`config.mk`:
```
export PLATFORM = sky130hd
export DESIGN_NAME = ofdm_cp_removal_top
export DESIGN_NICKNAME = d
export VERILOG_FILES = /design/src/design/ofdm_params_pkg.sv /design/src/design/ofdm_stream_pkg.sv /design/src/design/cp_len_list.sv /design/src/design/cp_removal.sv /design/src/design/ofdm_cp_removal_top.sv
export SDC_FILE = /design/constraint.sdc
export NUM_CORES = 1
export LEC_CHECK = 0
export BUFFER_PORTS_ARGS = -buffer_cell sky130_fd_sc_hd__buf_2
export CORE_UTILIZATION = 43
export CTS_BUF_LIST = sky130_fd_sc_hd__clkbuf_8
export CTS_CLUSTER_SIZE = 20
export DETAILED_ROUTE_END_ITERATION = 16
export GPL_TIMING_DRIVEN = 0
export HOLD_SLACK_MARGIN = 0.12
export SKIP_LAST_GASP = 1
export SYNTH_ARGS = -nofsm -noshare
export SYNTH_HDL_FRONTEND = slang
export SYNTH_SLANG_ARGS = --single-unit
```
`constraint.sdc`:
```
create_clock -name clk -period 3.7 [get_ports clk]
set_input_delay 0 -clock clk [delete_from_list [all_inputs] [get_ports clk]]
set_output_delay 0 -clock clk [all_outputs]
set_load 0.02 [all_outputs]
```
`src/design/ofdm_params_pkg.sv`:
```
// ################################################
// OFDM CP stage parameters
// ################################################

package ofdm_params_pkg;

  // One complex sample carries 16-bit I and 16-bit Q
  localparam int sample_w = 32;

  // CP lengths run up to 4095 samples
  localparam int cp_len_w = 12;

  // Symbol length field covers an FFT size of up to 4096
  localparam int sym_len_w = 13;

  // The sample counter must reach both the longest prefix and the longest symbol.
  // A CP is normally shorter than the FFT, but an odd setup could invert that
  localparam int cnt_w = (sym_len_w > cp_len_w) ? sym_len_w : cp_len_w;

  // The CP length list holds 16 entries
  localparam int list_depth_log2 = 4;

  // Number of entries in the list
  localparam int list_depth = 2 ** list_depth_log2;

  // Occupancy must reach the full depth, so it needs one bit more than a pointer
  localparam int occ_w = list_depth_log2 + 1;

  // CP length in force after reset and after a list clear.
  // Matches the short prefix of a 256-point symbol
  localparam logic [cp_len_w-1:0] default_cp_len = 16;

endpackage : ofdm_params_pkg

```
`src/design/ofdm_stream_pkg.sv`:
```
// ################################################
// OFDM CP stage stream types
// ################################################

package ofdm_stream_pkg;

  // One beat of the time-domain sample stream.
  // I sits in the upper half of the sample word and Q in the lower half,
  // which keeps the usual packing of complex samples on the bus
  typedef struct packed {
    // In-phase part
    logic [ofdm_params_pkg::sample_w/2-1:0] i;
    // Quadrature part
    logic [ofdm_params_pkg::sample_w/2-1:0] q;
    // Start-of-burst marker, carried unchanged from input to output
    logic                                   sob;
  } sample_beat_t;

  // One entry of the CP length list.
  // A length of zero means the symbol has no prefix at all
  typedef struct packed {
    logic [ofdm_params_pkg::cp_len_w-1:0] len;
  } cp_len_t;

endpackage : ofdm_stream_pkg

```
`src/design/cp_len_list.sv`:
```
// ################################################
// CP length list FIFO
// ################################################

`timescale 1ns/1ps

module cp_len_list (
  input  logic                              clk,
  input  logic                              rst,
  input  logic                              clear,
  input  ofdm_stream_pkg::cp_len_t          push_data,
  input  logic                              push_valid,
  output logic                              push_ready,
  output ofdm_stream_pkg::cp_len_t          pop_data,
  output logic                              pop_valid,
  input  logic                              pop_ready,
  output logic [ofdm_params_pkg::occ_w-1:0] occupied
);

  import ofdm_params_pkg::*;
  import ofdm_stream_pkg::*;

  // Storage for the queued lengths
  cp_len_t mem [list_depth];

  logic [list_depth_log2-1:0] wr_ptr;
  logic [list_depth_log2-1:0] rd_ptr;
  logic [occ_w-1:0]           count;

  logic full;
  logic empty;
  logic push_fire;
  logic pop_fire;

  assign full  = (count == occ_w'(list_depth));
  assign empty = (count == '0);

  // No writes are taken while the list is full or being cleared
  assign push_ready = ~full & ~clear;
  assign pop_valid  = ~empty;
  assign pop_data   = mem[rd_ptr];
  assign occupied   = count;

  assign push_fire = push_valid & push_ready;
  assign pop_fire  = pop_valid & pop_ready & ~clear;

  // Entries are written at the tail
  always_ff @(posedge clk) begin
    if (push_fire) begin
      mem[wr_ptr] <= push_data;
    end
  end

  // Pointers and count.
  // A push and a pop in the same cycle leave the count alone, and the
  // loopback in repeat mode relies on exactly that
  always_ff @(posedge clk) begin
    if (rst) begin
      wr_ptr <= '0;
      rd_ptr <= '0;
      count  <= '0;
    end else if (clear) begin
      // A clear drops every entry in one cycle
      wr_ptr <= '0;
      rd_ptr <= '0;
      count  <= '0;
    end else begin
      if (push_fire) begin
        wr_ptr <= wr_ptr + 1'b1;
      end
      if (pop_fire) begin
        rd_ptr <= rd_ptr + 1'b1;
      end
      case ({push_fire, pop_fire})
        2'b10: count <= count + 1'b1;
        2'b01: count <= count - 1'b1;
        default: count <= count;
      endcase
    end
  end

  // A full list must refuse new entries, so the tail stays put until a pop
  // or a clear makes room
  a_no_push_when_full: assert property (
    @(posedge clk) disable iff (rst)
    (full && !pop_fire && !clear) |=> (wr_ptr == $past(wr_ptr)) && full
  );

  // occupancy never passes the list depth
  a_count_in_range: assert property (
    @(posedge clk) disable iff (rst)
    count <= occ_w'(list_depth)
  );

endmodule : cp_len_list

```
`src/design/cp_removal.sv`:
```
// ################################################
// Cyclic prefix removal engine
// ################################################

`timescale 1ns/1ps

module cp_removal (
  input  logic                                  clk,
  input  logic                                  rst,
  input  logic                                  clear_list,
  input  logic                                  cp_repeat,
  input  logic [ofdm_params_pkg::sym_len_w-1:0] symbol_len,
  input  ofdm_stream_pkg::cp_len_t              pop_data,
  input  logic                                  pop_valid,
  output logic                                  cfg_pop,
  output logic                                  list_clear,
  output logic                                  loopback_sel,
  input  ofdm_stream_pkg::sample_beat_t         in_beat,
  input  logic                                  in_valid,
  output logic                                  in_ready,
  output ofdm_stream_pkg::sample_beat_t         out_beat,
  output logic                                  out_valid,
  output logic                                  out_last,
  input  logic                                  out_ready
);

  import ofdm_params_pkg::*;
  import ofdm_stream_pkg::*;

  typedef enum logic [2:0] {
    st_idle,
    st_config,
    st_prefix,
    st_symbol,
    st_clear
  } state_t;

  state_t state;

  // Length values in force for the current symbol
  cp_len_t              cp_len_reg;
  logic [sym_len_w-1:0] sym_len_reg;

  // Counts accepted samples from 1 within the prefix and within the symbol
  logic [cnt_w-1:0] cnt;

  // Set when the length in use came from the list head, which must then be popped
  logic cp_taken;

  // A clear request waits here until the engine is idle
  logic clear_hold;

  logic in_fire;
  logic prefix_done;
  logic symbol_done;

  assign in_fire     = in_valid & in_ready;
  assign prefix_done = (cnt >= cnt_w'(cp_len_reg.len));
  assign symbol_done = (cnt >= cnt_w'(sym_len_reg));

  always_ff @(posedge clk) begin
    if (rst) begin
      state      <= st_idle;
      cp_len_reg <= '{len: default_cp_len};
      cnt        <= cnt_w'(1);
      cp_taken   <= 1'b0;
      clear_hold <= 1'b0;
    end else begin
      // Hold a clear pulse until the clear cycle has run.
      // A pulse landing in the clear cycle itself is kept for the next one
      if (state == st_clear) begin
        clear_hold <= clear_list;
      end else if (clear_list) begin
        clear_hold <= 1'b1;
      end

      unique case (state)
        st_idle: begin
          cnt <= cnt_w'(1);
          if (clear_hold) begin
            state <= st_clear;
          end else if (in_valid) begin
            // Take the list head only when there is one.
            // With an empty list the previous length stays in force
            if (pop_valid) begin
              cp_len_reg <= pop_data;
            end
            cp_taken    <= pop_valid;
            sym_len_reg <= symbol_len;
            state       <= st_config;
          end
        end

        st_config: begin
          // Skip phases whose length is zero
          if (cp_len_reg.len != '0) begin
            state <= st_prefix;
          end else if (sym_len_reg != '0) begin
            state <= st_symbol;
          end else begin
            state <= st_idle;
          end
        end

        st_prefix: begin
          if (in_fire) begin
            cnt <= cnt + 1'b1;
            if (prefix_done) begin
              cnt   <= cnt_w'(1);
              state <= (sym_len_reg != '0) ? st_symbol : st_idle;
            end
          end
        end

        st_symbol: begin
          if (in_fire) begin
            cnt <= cnt + 1'b1;
            if (symbol_done) begin
              cnt   <= cnt_w'(1);
              state <= st_idle;
            end
          end
        end

        st_clear: begin
          // The list empties this cycle and the default length comes back
          cp_len_reg <= '{len: default_cp_len};
          state      <= st_idle;
        end

        default: state <= st_idle;
      endcase
    end
  end

  // Pop the head that was latched in idle, and in repeat mode send it
  // back to the tail of the list in the same cycle
  assign cfg_pop      = (state == st_config) & cp_taken;
  assign loopback_sel = (state == st_config) & cp_repeat;
  assign list_clear   = (state == st_clear);

  // Prefix samples are swallowed at full rate.
  // Symbol samples pass straight through with no register in the path
  assign out_beat  = in_beat;
  assign out_valid = (state == st_symbol) & in_valid;
  assign out_last  = (state == st_symbol) & symbol_done;
  assign in_ready  = (state == st_prefix) | ((state == st_symbol) & out_ready);

  // Output beats only appear inside a symbol and never past its end
  a_out_in_symbol: assert property (
    @(posedge clk) disable iff (rst)
    out_valid |-> (state == st_symbol) && (cnt != '0) && (cnt <= cnt_w'(sym_len_reg))
  );

  // The engine pops only a list head that is still there and never while the list clears
  a_pop_clear_apart: assert property (
    @(posedge clk) disable iff (rst)
    cfg_pop |-> pop_valid && !list_clear
  );

endmodule : cp_removal

```
`src/design/ofdm_cp_removal_top.sv`:
```
// ################################################
// OFDM CP removal top
// ################################################

`timescale 1ns/1ps

module ofdm_cp_removal_top (
  input  logic                                  clk,
  input  logic                                  rst,
  input  logic                                  clear_list,
  input  logic                                  cp_repeat,
  input  logic [ofdm_params_pkg::sym_len_w-1:0] symbol_len,
  input  ofdm_stream_pkg::cp_len_t              cp_len_data,
  input  logic                                  cp_len_valid,
  output logic                                  cp_len_ready,
  output logic [ofdm_params_pkg::occ_w-1:0]     occupied,
  input  ofdm_stream_pkg::sample_beat_t         in_beat,
  input  logic                                  in_valid,
  output logic                                  in_ready,
  output ofdm_stream_pkg::sample_beat_t         out_beat,
  output logic                                  out_valid,
  output logic                                  out_last,
  input  logic                                  out_ready
);

  import ofdm_params_pkg::*;
  import ofdm_stream_pkg::*;

  // List push side after the loopback multiplexer
  cp_len_t push_data;
  logic    push_valid;
  logic    push_ready;

  // List pop side, read by the engine
  cp_len_t pop_data;
  logic    pop_valid;

  logic cfg_pop;
  logic list_clear;
  logic loopback_sel;

  // In the config cycle of repeat mode the popped head feeds the list tail.
  // Otherwise the external stream owns the push side
  assign push_data  = loopback_sel ? pop_data : cp_len_data;
  assign push_valid = loopback_sel ? (cfg_pop & pop_valid) : (cp_len_valid & ~list_clear);

  // Software sees a stall during the loopback and the clear cycles
  assign cp_len_ready = push_ready & ~loopback_sel & ~list_clear;

  cp_len_list u_list (
    .clk        (clk),
    .rst        (rst),
    .clear      (list_clear),
    .push_data  (push_data),
    .push_valid (push_valid),
    .push_ready (push_ready),
    .pop_data   (pop_data),
    .pop_valid  (pop_valid),
    .pop_ready  (cfg_pop),
    .occupied   (occupied)
  );

  cp_removal u_engine (
    .clk          (clk),
    .rst          (rst),
    .clear_list   (clear_list),
    .cp_repeat    (cp_repeat),
    .symbol_len   (symbol_len),
    .pop_data     (pop_data),
    .pop_valid    (pop_valid),
    .cfg_pop      (cfg_pop),
    .list_clear   (list_clear),
    .loopback_sel (loopback_sel),
    .in_beat      (in_beat),
    .in_valid     (in_valid),
    .in_ready     (in_ready),
    .out_beat     (out_beat),
    .out_valid    (out_valid),
    .out_last     (out_last),
    .out_ready    (out_ready)
  );

  // A looped-back pop keeps the list size as long as the list had room
  a_loopback_keeps_count: assert property (
    @(posedge clk) disable iff (rst)
    (cfg_pop && loopback_sel && occupied != occ_w'(list_depth))
      |=> occupied == $past(occupied)
  );

endmodule : ofdm_cp_removal_top

```
==> results.sh, run 1 <==
export IMPL_final_cell_area_um2=13000
export IMPL_die_h_um=162
export IMPL_cpMostUsedCell="a21oi_1"
export IMPL_io_pins=107
export IMPL_synth_edf_count=205
export IMPL_ys_warn_count=0
export IMPL_slew_headroom_pct=29.7
export IMPL_slowest_stage="or4_1"
export IMPL_port_buffers=72
export IMPL_drt_iter0_drc=472
export IMPL_setup_viol=0
export IMPL_powerDensity_nw_per_um2=538
export IMPL_critPathBufInv=3
export IMPL_rr_startpoint="u_list.occupied[1]$_SDFFE_PP0P_"
export IMPL_ctsHtreeMaxLevel=2
export IMPL_n_antenna_cell=0
export IMPL_final_nets=946
export IMPL_antenna_found_initial=0
export IMPL_grt_total_usage_pct=18.8
export IMPL_cts_buffers_inserted=44
export IMPL_syn_nets=796
export IMPL_area_delta_synth_final_pct=18.2
export IMPL_worst_setup_path_end_kind="flop"
export IMPL_clockBufferDepth=3
export IMPL_syn_inst=696
export IMPL_post_place_ws_ns=-0.140
export IMPL_dp_cells=1098
export IMPL_hold_viol=0
export IMPL_synth_distinct_cells=59
export IMPL_crit_family="compound AO/OA/AOI/OAI gates"
export IMPL_worstSetupPathDepth=15
export IMPL_grt_pass1_wl_um=37300
export IMPL_final_min_clock_period_ns=3.43
export IMPL_grt_max_degree=17
export IMPL_clk_pin_slew_worst_paths_ns=0.06
export IMPL_worstHoldPathType="primary input to flop"
export IMPL_rsz0062_at_grt="no"
export IMPL_die_width_um=162
export IMPL_tritoncts="done"
export IMPL_tightest_slew_ns=1.05
export IMPL_crit_start="u_list.occupied[1]$_SDFFE_PP0P_"
export IMPL_ys_seq_area_share_pct=64.3
export IMPL_status="complete, no violations"
export IMPL_gp_congestion=0.830
export IMPL_cts_root_buf="clkbuf_8"
export IMPL_ys_async_sr_fraction_pct=0
export IMPL_post_cts_repair_setup_buffers=0
export IMPL_cpPeakStageDelay_ns=0.56
export IMPL_cp_cell_sequence="clkbuf_1 > or4_1 > a32oi_1 > a21oi_4 > inv_2 > ha_1 > clkbuf_2 > xor2_1 > ha_1 > o21ai_0 > a21oi_1 > a21oi_1 > xor2_1 > or3_1 > a21oi_1"
export IMPL_vias_per_cell=5.33
export IMPL_routed_wl_um=23900
export IMPL_first_global_vias=6747
export IMPL_via_count=6438
export IMPL_irDropWorstVdd_uv=337
export IMPL_worst_skew_pair_late_latency_ns=0.56
export IMPL_cap_violations=0
export IMPL_fin_cells=1208
export IMPL_reg2reg_to="u_list.occupied[4]$_SDFFE_PP0P_"
export IMPL_crit_type="flop to flop"
export IMPL_start_util_pct=43.8
export IMPL_worstPathMaxFanout=9
export IMPL_netlist_area_um2=11000
export IMPL_ant_nets=0
export IMPL_rows=58
export IMPL_slew_viol_final=0
export IMPL_syn_area_per_cell_um2=15.9
export IMPL_grt_ovfl_total=0
export IMPL_arrival_ns=3.90
export IMPL_crit_required_ns=4.17
export IMPL_dieArea_um2=26300
export IMPL_setup_ws_ns=0.270
export IMPL_wl_per_cell_um=19.8
export IMPL_post_route_period_util_pct=92.7
export IMPL_drive_gt1_share_pct=29.3
export IMPL_r2r_slack_ns=0.27
export IMPL_synth_seq_cells=252
export IMPL_cp_endpoint="u_list.occupied[4]$_SDFFE_PP0P_"
export IMPL_synth_top_flop_cell="edfxtp_1"
export IMPL_crit_path_start_kind="flop"
export IMPL_drtPass1Iterations=5
export IMPL_placed_cell_area_um2=11800
export IMPL_core_area_um2=25200
export IMPL_drcViolationCount=0
export IMPL_power_uw=7010
export IMPL_clock_sinks=252
export IMPL_skew_ns=0.0217
export IMPL_fmax_ghz=0.292
export IMPL_leakagePower_uw=0.00467
export IMPL_dp_hpwl_um=16400
export IMPL_largest_reg_flops=192
export IMPL_rr_worst_depth=15
export IMPL_utilization_pct=51.8
==> power breakdown <==
group	leakage [uW]	internal [uW]	switching, uW
clock network	0.000491	1420	1130
logic	0.00195	430	663
registers	0.00223	3290	75.5
total	0.00467	5150	1870
==> stage by stage <==
stage,TNS (ns),hold slack [ns]
finish,0,0.155
global route,0,0.143
CTS,0,0.123
global placement,-0.0113,0.180
detailed placement,-0.140,0.178
floorplan,0,0.0989
==> area by class of cell <==
cell class	count	area [um2]
fill	2073	12100
sequential	252	7100
multi-input combinational	351	3470
timing repair buffer	105	691
clock buffer	48	661
tap	330	413
buffer	60	363
clock inverter	30	230
inverter	32	120
==> layer usage <==
metal	GRT usage, %	routed length (um)	share of wire [%]	vias up
li1	-	-	-	2975
met1	23.5	10000	42	3246
met2	32.9	12300	52	179
met3	3.47	1090	4.5	38
met4	6.05	502	2.1	0
met5	0	0	0	-
==> synth_stat cells, types with 9 or more instances <==
| master | n | area, um2 |
|---|---|---|
| edfxtp_1 | 205 | 6160 |
| mux4_2 | 60 | 1350 |
| dfxtp_1 | 47 | 941 |
| nor2_1 | 47 | 176 |
| ha_1 | 35 | 438 |
| buf_4 | 33 | 248 |
| inv_1 | 31 | 116 |
| a21oi_1 | 22 | 110 |
| nand2_1 | 19 | 71.3 |
| clkbuf_1 | 18 | 67.6 |
| and2_1 | 17 | 106 |
| a22oi_1 | 13 | 97.6 |
| mux2_2 | 12 | 135 |
| xor2_1 | 12 | 105 |
| nand3_1 | 9 | 45.0 |
==> worst min-delay path by stage <==
stage | start | endpoint | slack (ns) | depth (start not counted)
final | symbol_len[7] | u_engine.sym_len_reg[7]$_DFFE_PP_ | 0.16 | 2
after global routing | symbol_len[6] | u_engine.sym_len_reg[6]$_DFFE_PP_ | 0.14 | 2
after CTS | symbol_len[7] | u_engine.sym_len_reg[7]$_DFFE_PP_ | 0.12 | 2
after detailed placement | symbol_len[7] | u_engine.sym_len_reg[7]$_DFFE_PP_ | 0.18 | 1
after global placement | symbol_len[3] | u_engine.sym_len_reg[3]$_DFFE_PP_ | 0.18 | 1
after floorplan | symbol_len[0] | u_engine.sym_len_reg[0]$_DFFE_PP_ | 0.1 | 0
==> cells in the final DEF, fill, tap and decap left out, types with 3 or more instances in the layout <==
cell type | netlist | routed
edfxtp_1 | 205 | 205
buf_2 | 4 | 76
mux4_2 | 60 | 60
clkbuf_8 | 0 | 48
nor2_1 | 47 | 47
dfxtp_1 | 47 | 47
inv_1 | 31 | 40
ha_1 | 35 | 35
buf_4 | 33 | 33
dlygate4sd3_1 | 0 | 33
a21oi_1 | 22 | 21
nand2_1 | 19 | 19
and2_1 | 17 | 17
clkbuf_1 | 18 | 16
a22oi_1 | 13 | 13
xor2_1 | 12 | 12
mux2_2 | 12 | 12
clkinv_1 | 0 | 10
nand3_1 | 9 | 9
nor3_1 | 8 | 8
nand4_1 | 8 | 8
o21ai_0 | 8 | 8
nand2b_1 | 7 | 7
nor4_1 | 6 | 6
nor2b_1 | 6 | 6
o31ai_2 | 6 | 6
a22o_1 | 6 | 6
buf_1 | 5 | 5
and3_1 | 5 | 5
clkinv_2 | 0 | 5
a21o_1 | 4 | 4
o22ai_1 | 3 | 3
mux2i_1 | 3 | 3
bufinv_16 | 0 | 3
==> kinds of logic (layout without fill, tap and decap cells) <==
logic type      after synthesis  after routing  synth area share, %
xor+xnor                     14             14                 1.11
buf+inv                      93            275                 4.40
compound gates               77             77                 5.15
simple gates                149            149                 7.20
fa+ha+maj                    35             35                 3.97
flops                       252            252                 64.3
mux                          76             76                 13.8
==> what timing repair did <==
item | 4_1_cts | 5_1_grt
pin swaps | 0 | 0
hold buffers | 33 | 0
endpoints found under the hold margin | 225 | 0
setup endpoints to repair | 1 | 2
resized for setup | 1 | 4
gates cloned | 0 | 0
No activity file was read; power rests on OpenSTA's default activity.
==> run 2: changes to the inputs <==
--- a/config.mk
+++ b/config.mk
@@ -6,12 +6,15 @@
 export NUM_CORES = 1
 export LEC_CHECK = 0
 export BUFFER_PORTS_ARGS = -buffer_cell sky130_fd_sc_hd__buf_2
+export CORE_ASPECT_RATIO = 0.8
+export CORE_MARGIN = 2
 export CORE_UTILIZATION = 43
 export CTS_BUF_LIST = sky130_fd_sc_hd__clkbuf_8
 export CTS_CLUSTER_SIZE = 20
 export DETAILED_ROUTE_END_ITERATION = 16
 export GPL_TIMING_DRIVEN = 0
 export HOLD_SLACK_MARGIN = 0.12
+export PLACE_DENSITY_LB_ADDON = 0.25
 export SKIP_LAST_GASP = 1
 export SYNTH_ARGS = -nofsm -noshare
 export SYNTH_HDL_FRONTEND = slang
==> run 2 against run 1 <==
Largest power group unchanged. Critical endpoint unchanged. Non-clock buffer count fell by 1. Die area is 2.5% higher. Design area decreased by 1.2%. Sequential share of layout area rose by 0.63 points. Routed wire length increased by 13%.
==> results.sh, run 2 (synthesized netlist as in run 1, its figures left out) <==
export IMPL_status="complete, no violations"
export IMPL_final_common_cell="edfxtp_1"
export IMPL_via_count=6703
export IMPL_setup_viol=0
export IMPL_routed_wl_um=27000
export IMPL_cts_buffers_inserted=41
export IMPL_cpMostUsedCell="a21oi_1"
export IMPL_arrival_ns=3.94
export IMPL_ctsHtreeMaxLevel=2
export IMPL_worst_setup_path_end_kind="flop"
export IMPL_crit_type="flop to flop"
export IMPL_fin_hold_ws_ns=0.161
export IMPL_area_delta_synth_final_pct=16.9
export IMPL_io_pins=107
export IMPL_critPathBufInv=2
export IMPL_fin_cells=1196
export IMPL_cts_root_buf="clkbuf_8"
export IMPL_post_route_period_util_pct=93.7
export IMPL_drtPass1Iterations=5
export IMPL_grt_total_usage_pct=20.1
export IMPL_dp_hpwl_um=17300
export IMPL_slew_headroom_pct=26.4
export IMPL_grt_pass1_wl_um=40000
export IMPL_antenna_found_initial=0
export IMPL_core_area_um2=25200
export IMPL_leakagePower_uw=0.00462
export IMPL_powerDensity_nw_per_um2=525
export IMPL_clock_sinks=252
export IMPL_clk_pin_slew_worst_paths_ns=0.06
export IMPL_slew_viol_final=0
export IMPL_fillCellCount=2084
export IMPL_dp_cells=1092
export IMPL_crit_path_start_kind="flop"
export IMPL_n_antenna_cell=0
export IMPL_first_global_vias=6832
export IMPL_wl_per_cell_um=22.6
export IMPL_start_util_pct=43.7
export IMPL_dieArea_um2=27000
export IMPL_hold_viol=0
export IMPL_gp_congestion=0.803
export IMPL_die_width_um=183
export IMPL_grt_max_degree=17
export IMPL_vias_per_cell=5.60
export IMPL_post_cts_repair_setup_buffers=0
export IMPL_crit_family="compound AO/OA/AOI/OAI gates"
export IMPL_fmax_ghz=0.288
export IMPL_crit_required_ns=4.18
export IMPL_cpPeakStageDelay_ns=0.52
export IMPL_drcViolationCount=0
export IMPL_final_cell_mix="edfxtp_1, buf_2, mux4_2, inv_1"
export IMPL_setup_tns_ns=0
export IMPL_worstPathMaxFanout=9
export IMPL_port_buffers=72
export IMPL_final_nets=942
export IMPL_irDropWorstVdd_uv=327
export IMPL_rows=52
export IMPL_largest_reg_flops=192
export IMPL_drt_iter0_drc=644
export IMPL_die_h_um=147
export IMPL_worstHoldPathType="primary input to flop"
export IMPL_cp_cell_sequence="and4bb_1 > a32oi_1 > a21oi_2 > inv_2 > ha_1 > clkbuf_2 > xor2_1 > ha_1 > o21ai_0 > a21oi_1 > a21oi_1 > xor2_1 > or3_1 > a21oi_1"
export IMPL_clockBufferDepth=3
export IMPL_worst_skew_pair_late_latency_ns=0.55
export IMPL_rsz0062_at_grt="no"
export IMPL_drive_gt1_share_pct=28.3
export IMPL_ant_nets=0
export IMPL_tritoncts="done"
export IMPL_tightest_slew_ns=1.10
export IMPL_grt_ovfl_total=0
export IMPL_cap_violations=0
export IMPL_skew_ns=0.0157
export IMPL_slowest_stage="dfxtp_1"
export IMPL_final_min_clock_period_ns=3.47
## run 2: changes by cell type in the layout (fill, tap and decap cells not counted), sizes merged
cell         delta
bufinv          -2
clkbuf          -3
clkinv          -8
clkinvlp        +2
dlygate4sd3     -1
inv             +6
## run 2: routing by layer
metal	share of wire, %	track usage [%]
met1	44	28.7
met2	47	32.4
met3	6.7	3.27
met4	1.8	5.52
met5	0	0
## run 2: power breakdown
group	switching [uW]	leakage [uW]	total [uW]	internal (uW)
clock	1080	0.000446	2270	1190
sequential	83.5	0.00223	3380	3290
combinational	694	0.00194	1120	429
total	1860	0.00462	6760	4910
## run 2: timing repair
| action | in CTS | in global routing |
|---|---|---|
| endpoints found under the hold margin | 223 | 0 |
| gates resized for setup | 1 | 3 |
| hold buffers | 32 | 0 |
| setup endpoints to repair | 1 | 1 |
## run 2: metrics by stage
| stage | utilization [%] | total power, uW | worst slack [ns] | instance area (um2) |
|---|---|---|---|---|
| after detailed placement | 46.7 | 4510 | -0.0950 | 11800 |
| after floorplan | - | 4170 | 0.496 | 11000 |
| after CTS | 51.1 | 6790 | 0.0891 | 12900 |
| after global placement | 46.7 | 4440 | 0.120 | 11800 |
| after global routing | 51.1 | 7040 | 0.0205 | 12900 |
| final | 51.1 | 6760 | 0.233 | 12900 |
## run 2: cell type report
class / count / area, um2 / area share, %
sequential: 252 / 7100 / 55.0
multi-input combinational: 351 / 3460 / 26.9
timing repair buffer: 104 / 681 / 5.28
clock buffer: 45 / 619 / 4.80
tap: 324 / 405 / 3.14
buffer: 60 / 363 / 2.81
clock inverter: 28 / 146 / 1.14
inverter: 32 / 120 / 0.931
## run 2: final timing paths
check,startpoint,endpoint,slack [ns],cells past startpoint
worst max-delay path,u_engine.state[0]$_SDFFE_PP0P_,u_list.occupied[4]$_SDFFE_PP0P_,0.23,14
worst min-delay path,symbol_len[6],u_engine.sym_len_reg[6]$_DFFE_PP_,0.16,2
worst max register to register,u_engine.state[0]$_SDFFE_PP0P_,u_list.occupied[4]$_SDFFE_PP0P_,0.23,14
worst min register to register,u_list.occupied[4]$_SDFFE_PP0P_,u_list.occupied[4]$_SDFFE_PP0P_,0.54,2
## run 2: worst register-to-register path, stage by stage, from the launching register on
cell and delay [ns]:
dfxtp_1 0.52, and4bb_1 0.41, a32oi_1 0.17, a21oi_2 0.32, inv_2 0.12, ha_1 0.23, clkbuf_2 0.17, xor2_1 0.16
ha_1 0.22, o21ai_0 0.23, a21oi_1 0.11, a21oi_1 0.17, xor2_1 0.09, or3_1 0.31, a21oi_1 0.14
==> run 3: changes to the inputs <==
==> constraint.sdc (replaced) <==
create_clock -name clk -period 4.15 [get_ports clk]
set_input_delay 0 -clock clk [delete_from_list [all_inputs] [get_ports clk]]
set_output_delay 0 -clock clk [all_outputs]
set_load 0.02 [all_outputs]
==> run 3 against run 2 <==
Global-route usage hardly changed. First-iteration DRC count fell by 10%. Critical endpoint unchanged. Non-clock buffer count grew 1. Register-to-register slack better by 0.10 ns. Setup slack better by 0.10 ns. Sequential power down 11%. Largest power group unchanged. Via count shrank 0.64%.
==> results.sh, run 3 (synthesized netlist as in run 1, its figures left out) <==
export IMPL_status="complete, no violations"
export IMPL_rr_startpoint="u_engine.state[0]$_SDFFE_PP0P_"
export IMPL_clockBufferDepth=3
export IMPL_dp_hpwl_um=17300
export IMPL_utilization_pct=51.0
export IMPL_leakagePower_uw=0.00462
export IMPL_drt_iter0_drc=578
export IMPL_hold_viol=0
export IMPL_port_buffers=72
export IMPL_ant_nets=0
export IMPL_core_area_um2=25200
export IMPL_fin_cells=1197
export IMPL_setup_viol=0
export IMPL_grt_pass1_wl_um=40000
export IMPL_grt_ovfl_total=0
export IMPL_setup_tns_ns=0
export IMPL_gp_congestion=0.803
export IMPL_drtPass1Iterations=5
export IMPL_fmax_ghz=0.262
export IMPL_dieArea_um2=27000
export IMPL_final_common_cell="edfxtp_1"
export IMPL_clock_sinks=252
export IMPL_rsz0062_at_grt="no"
export IMPL_drive_gt1_share_pct=28.1
export IMPL_min_delay_path_depth=2
export IMPL_final_cell_area_um2=12900
export IMPL_crit_start="u_engine.state[0]$_SDFFE_PP0P_"
export IMPL_rows=52
export IMPL_crit_path_start_kind="flop"
export IMPL_n_antenna_cell=0
export IMPL_cp_endpoint="u_list.occupied[4]$_SDFFE_PP0P_"
export IMPL_r2r_slack_ns=0.33
export IMPL_cap_violations=0
export IMPL_worstHoldPathType="primary input to flop"
export IMPL_final_min_clock_period_ns=3.82
export IMPL_largest_reg_flops=192
export IMPL_crit_required_ns=4.63
export IMPL_via_count=6660
export IMPL_rr_worst_depth=15
export IMPL_arrival_ns=4.29
export IMPL_reg2reg_to="u_list.occupied[4]$_SDFFE_PP0P_"
export IMPL_dp_cells=1092
export IMPL_cts_root_buf="clkbuf_8"
export IMPL_placed_cell_area_um2=11800
export IMPL_skew_ns=0.0172
export IMPL_cts_buffers_inserted=41
export IMPL_ctsHtreeMaxLevel=2
export IMPL_worst_skew_pair_late_latency_ns=0.56
export IMPL_clk_pin_slew_worst_paths_ns=0.06
export IMPL_antenna_found_initial=0
export IMPL_final_nets=943
export IMPL_post_route_period_util_pct=91.9
export IMPL_area_delta_synth_final_pct=16.8
export IMPL_first_global_vias=6830
export IMPL_grt_max_degree=17
export IMPL_slew_headroom_pct=26.6
export IMPL_tritoncts="done"
export IMPL_slew_viol_final=0
export IMPL_irDropWorstVdd_uv=291
export IMPL_start_util_pct=43.7
export IMPL_io_pins=107
export IMPL_crit_type="flop to flop"
export IMPL_post_place_ws_ns=0.355
export IMPL_wl_per_cell_um=22.5
export IMPL_die_h_um=147
export IMPL_setup_ws_ns=0.334
export IMPL_tightest_slew_ns=1.10
export IMPL_final_cell_mix="edfxtp_1, buf_2, mux4_2, inv_1"
export IMPL_vias_per_cell=5.56
export IMPL_worst_setup_path_end_kind="flop"
export IMPL_powerDensity_nw_per_um2=468
export IMPL_worstPathMaxFanout=9
export IMPL_die_width_um=183
export IMPL_drcViolationCount=0
export IMPL_routed_wl_um=27000
export IMPL_grt_total_usage_pct=20.1
-- run 3: cell count changes in the layout (fill, tap and decap cells not counted) --
cell / before / now
nor4b_4: 1 / 0
clkbuf_2: 1 / 0
clkbuf_1: 16 / 18
a21oi_2: 2 / 1
a21oi_1: 21 / 22
nor4b_2: 0 / 1
-- run 3: final cells by class --
cell class	instances	area [um2]
fill	2083	12400
sequential	252	7100
multi-input combinational	351	3450
timing repair buffer	104	681
clock buffer	45	619
tap	324	405
buffer	61	365
clock inverter	28	146
inverter	32	120
-- run 3: worst min path at each step --
stage / from / slack [ns] / to
after floorplan: symbol_len[0] / 0.1 / u_engine.sym_len_reg[0]$_DFFE_PP_
after detailed placement: symbol_len[8] / 0.18 / u_engine.sym_len_reg[8]$_DFFE_PP_
after CTS: symbol_len[3] / 0.14 / u_engine.sym_len_reg[3]$_DFFE_PP_
after global placement: symbol_len[0] / 0.18 / u_engine.sym_len_reg[0]$_DFFE_PP_
final: symbol_len[6] / 0.16 / u_engine.sym_len_reg[6]$_DFFE_PP_
after global routing: symbol_len[9] / 0.18 / u_engine.sym_len_reg[9]$_DFFE_PP_
-- run 3: per-layer routing --
| layer | part of all wire, % | global-route usage [%] | up-vias |
|---|---|---|---|
| met3 | 7.3 | 3.27 | 36 |
| met5 | 0 | 0 | - |
| met1 | 44 | 28.7 | 3381 |
| met4 | 1.8 | 5.52 | 0 |
| met2 | 47 | 32.3 | 282 |
| li1 | - | - | 2961 |
-- run 3: what timing repair did --
item,in CTS,in global routing
buffers inserted,0,0
gates resized for setup,0,0
endpoints found under the hold margin,222,0
hold buffers,32,0
-- run 3: worst max-delay path, cell delays in order (launching register included) --
cell and delay (ns):
dfxtp_1 0.30, clkbuf_1 0.33, and4bb_1 0.41, a32oi_1 0.15
a21oi_1 0.50, inv_2 0.14, ha_1 0.24, clkbuf_1 0.19
xor2_1 0.18, ha_1 0.23, o21ai_0 0.23, a21oi_1 0.11
a21oi_1 0.17, xor2_1 0.09, or3_1 0.31, a21oi_1 0.14
-- run 3: through the flow --
stage / power, uW / hold slack [ns]
floorplan: 3720 / 0.0989
global placement: 3960 / 0.178
detailed placement: 4020 / 0.179
CTS: 6060 / 0.139
global route: 6270 / 0.176
finish: 6030 / 0.161
-- run 3: power by group --
group          internal (uW)  switching (uW)  total (uW)
clock network           1060             966        2020
logic                    383             623        1010
registers               2940            61.1        3000
total                   4380            1650        6030
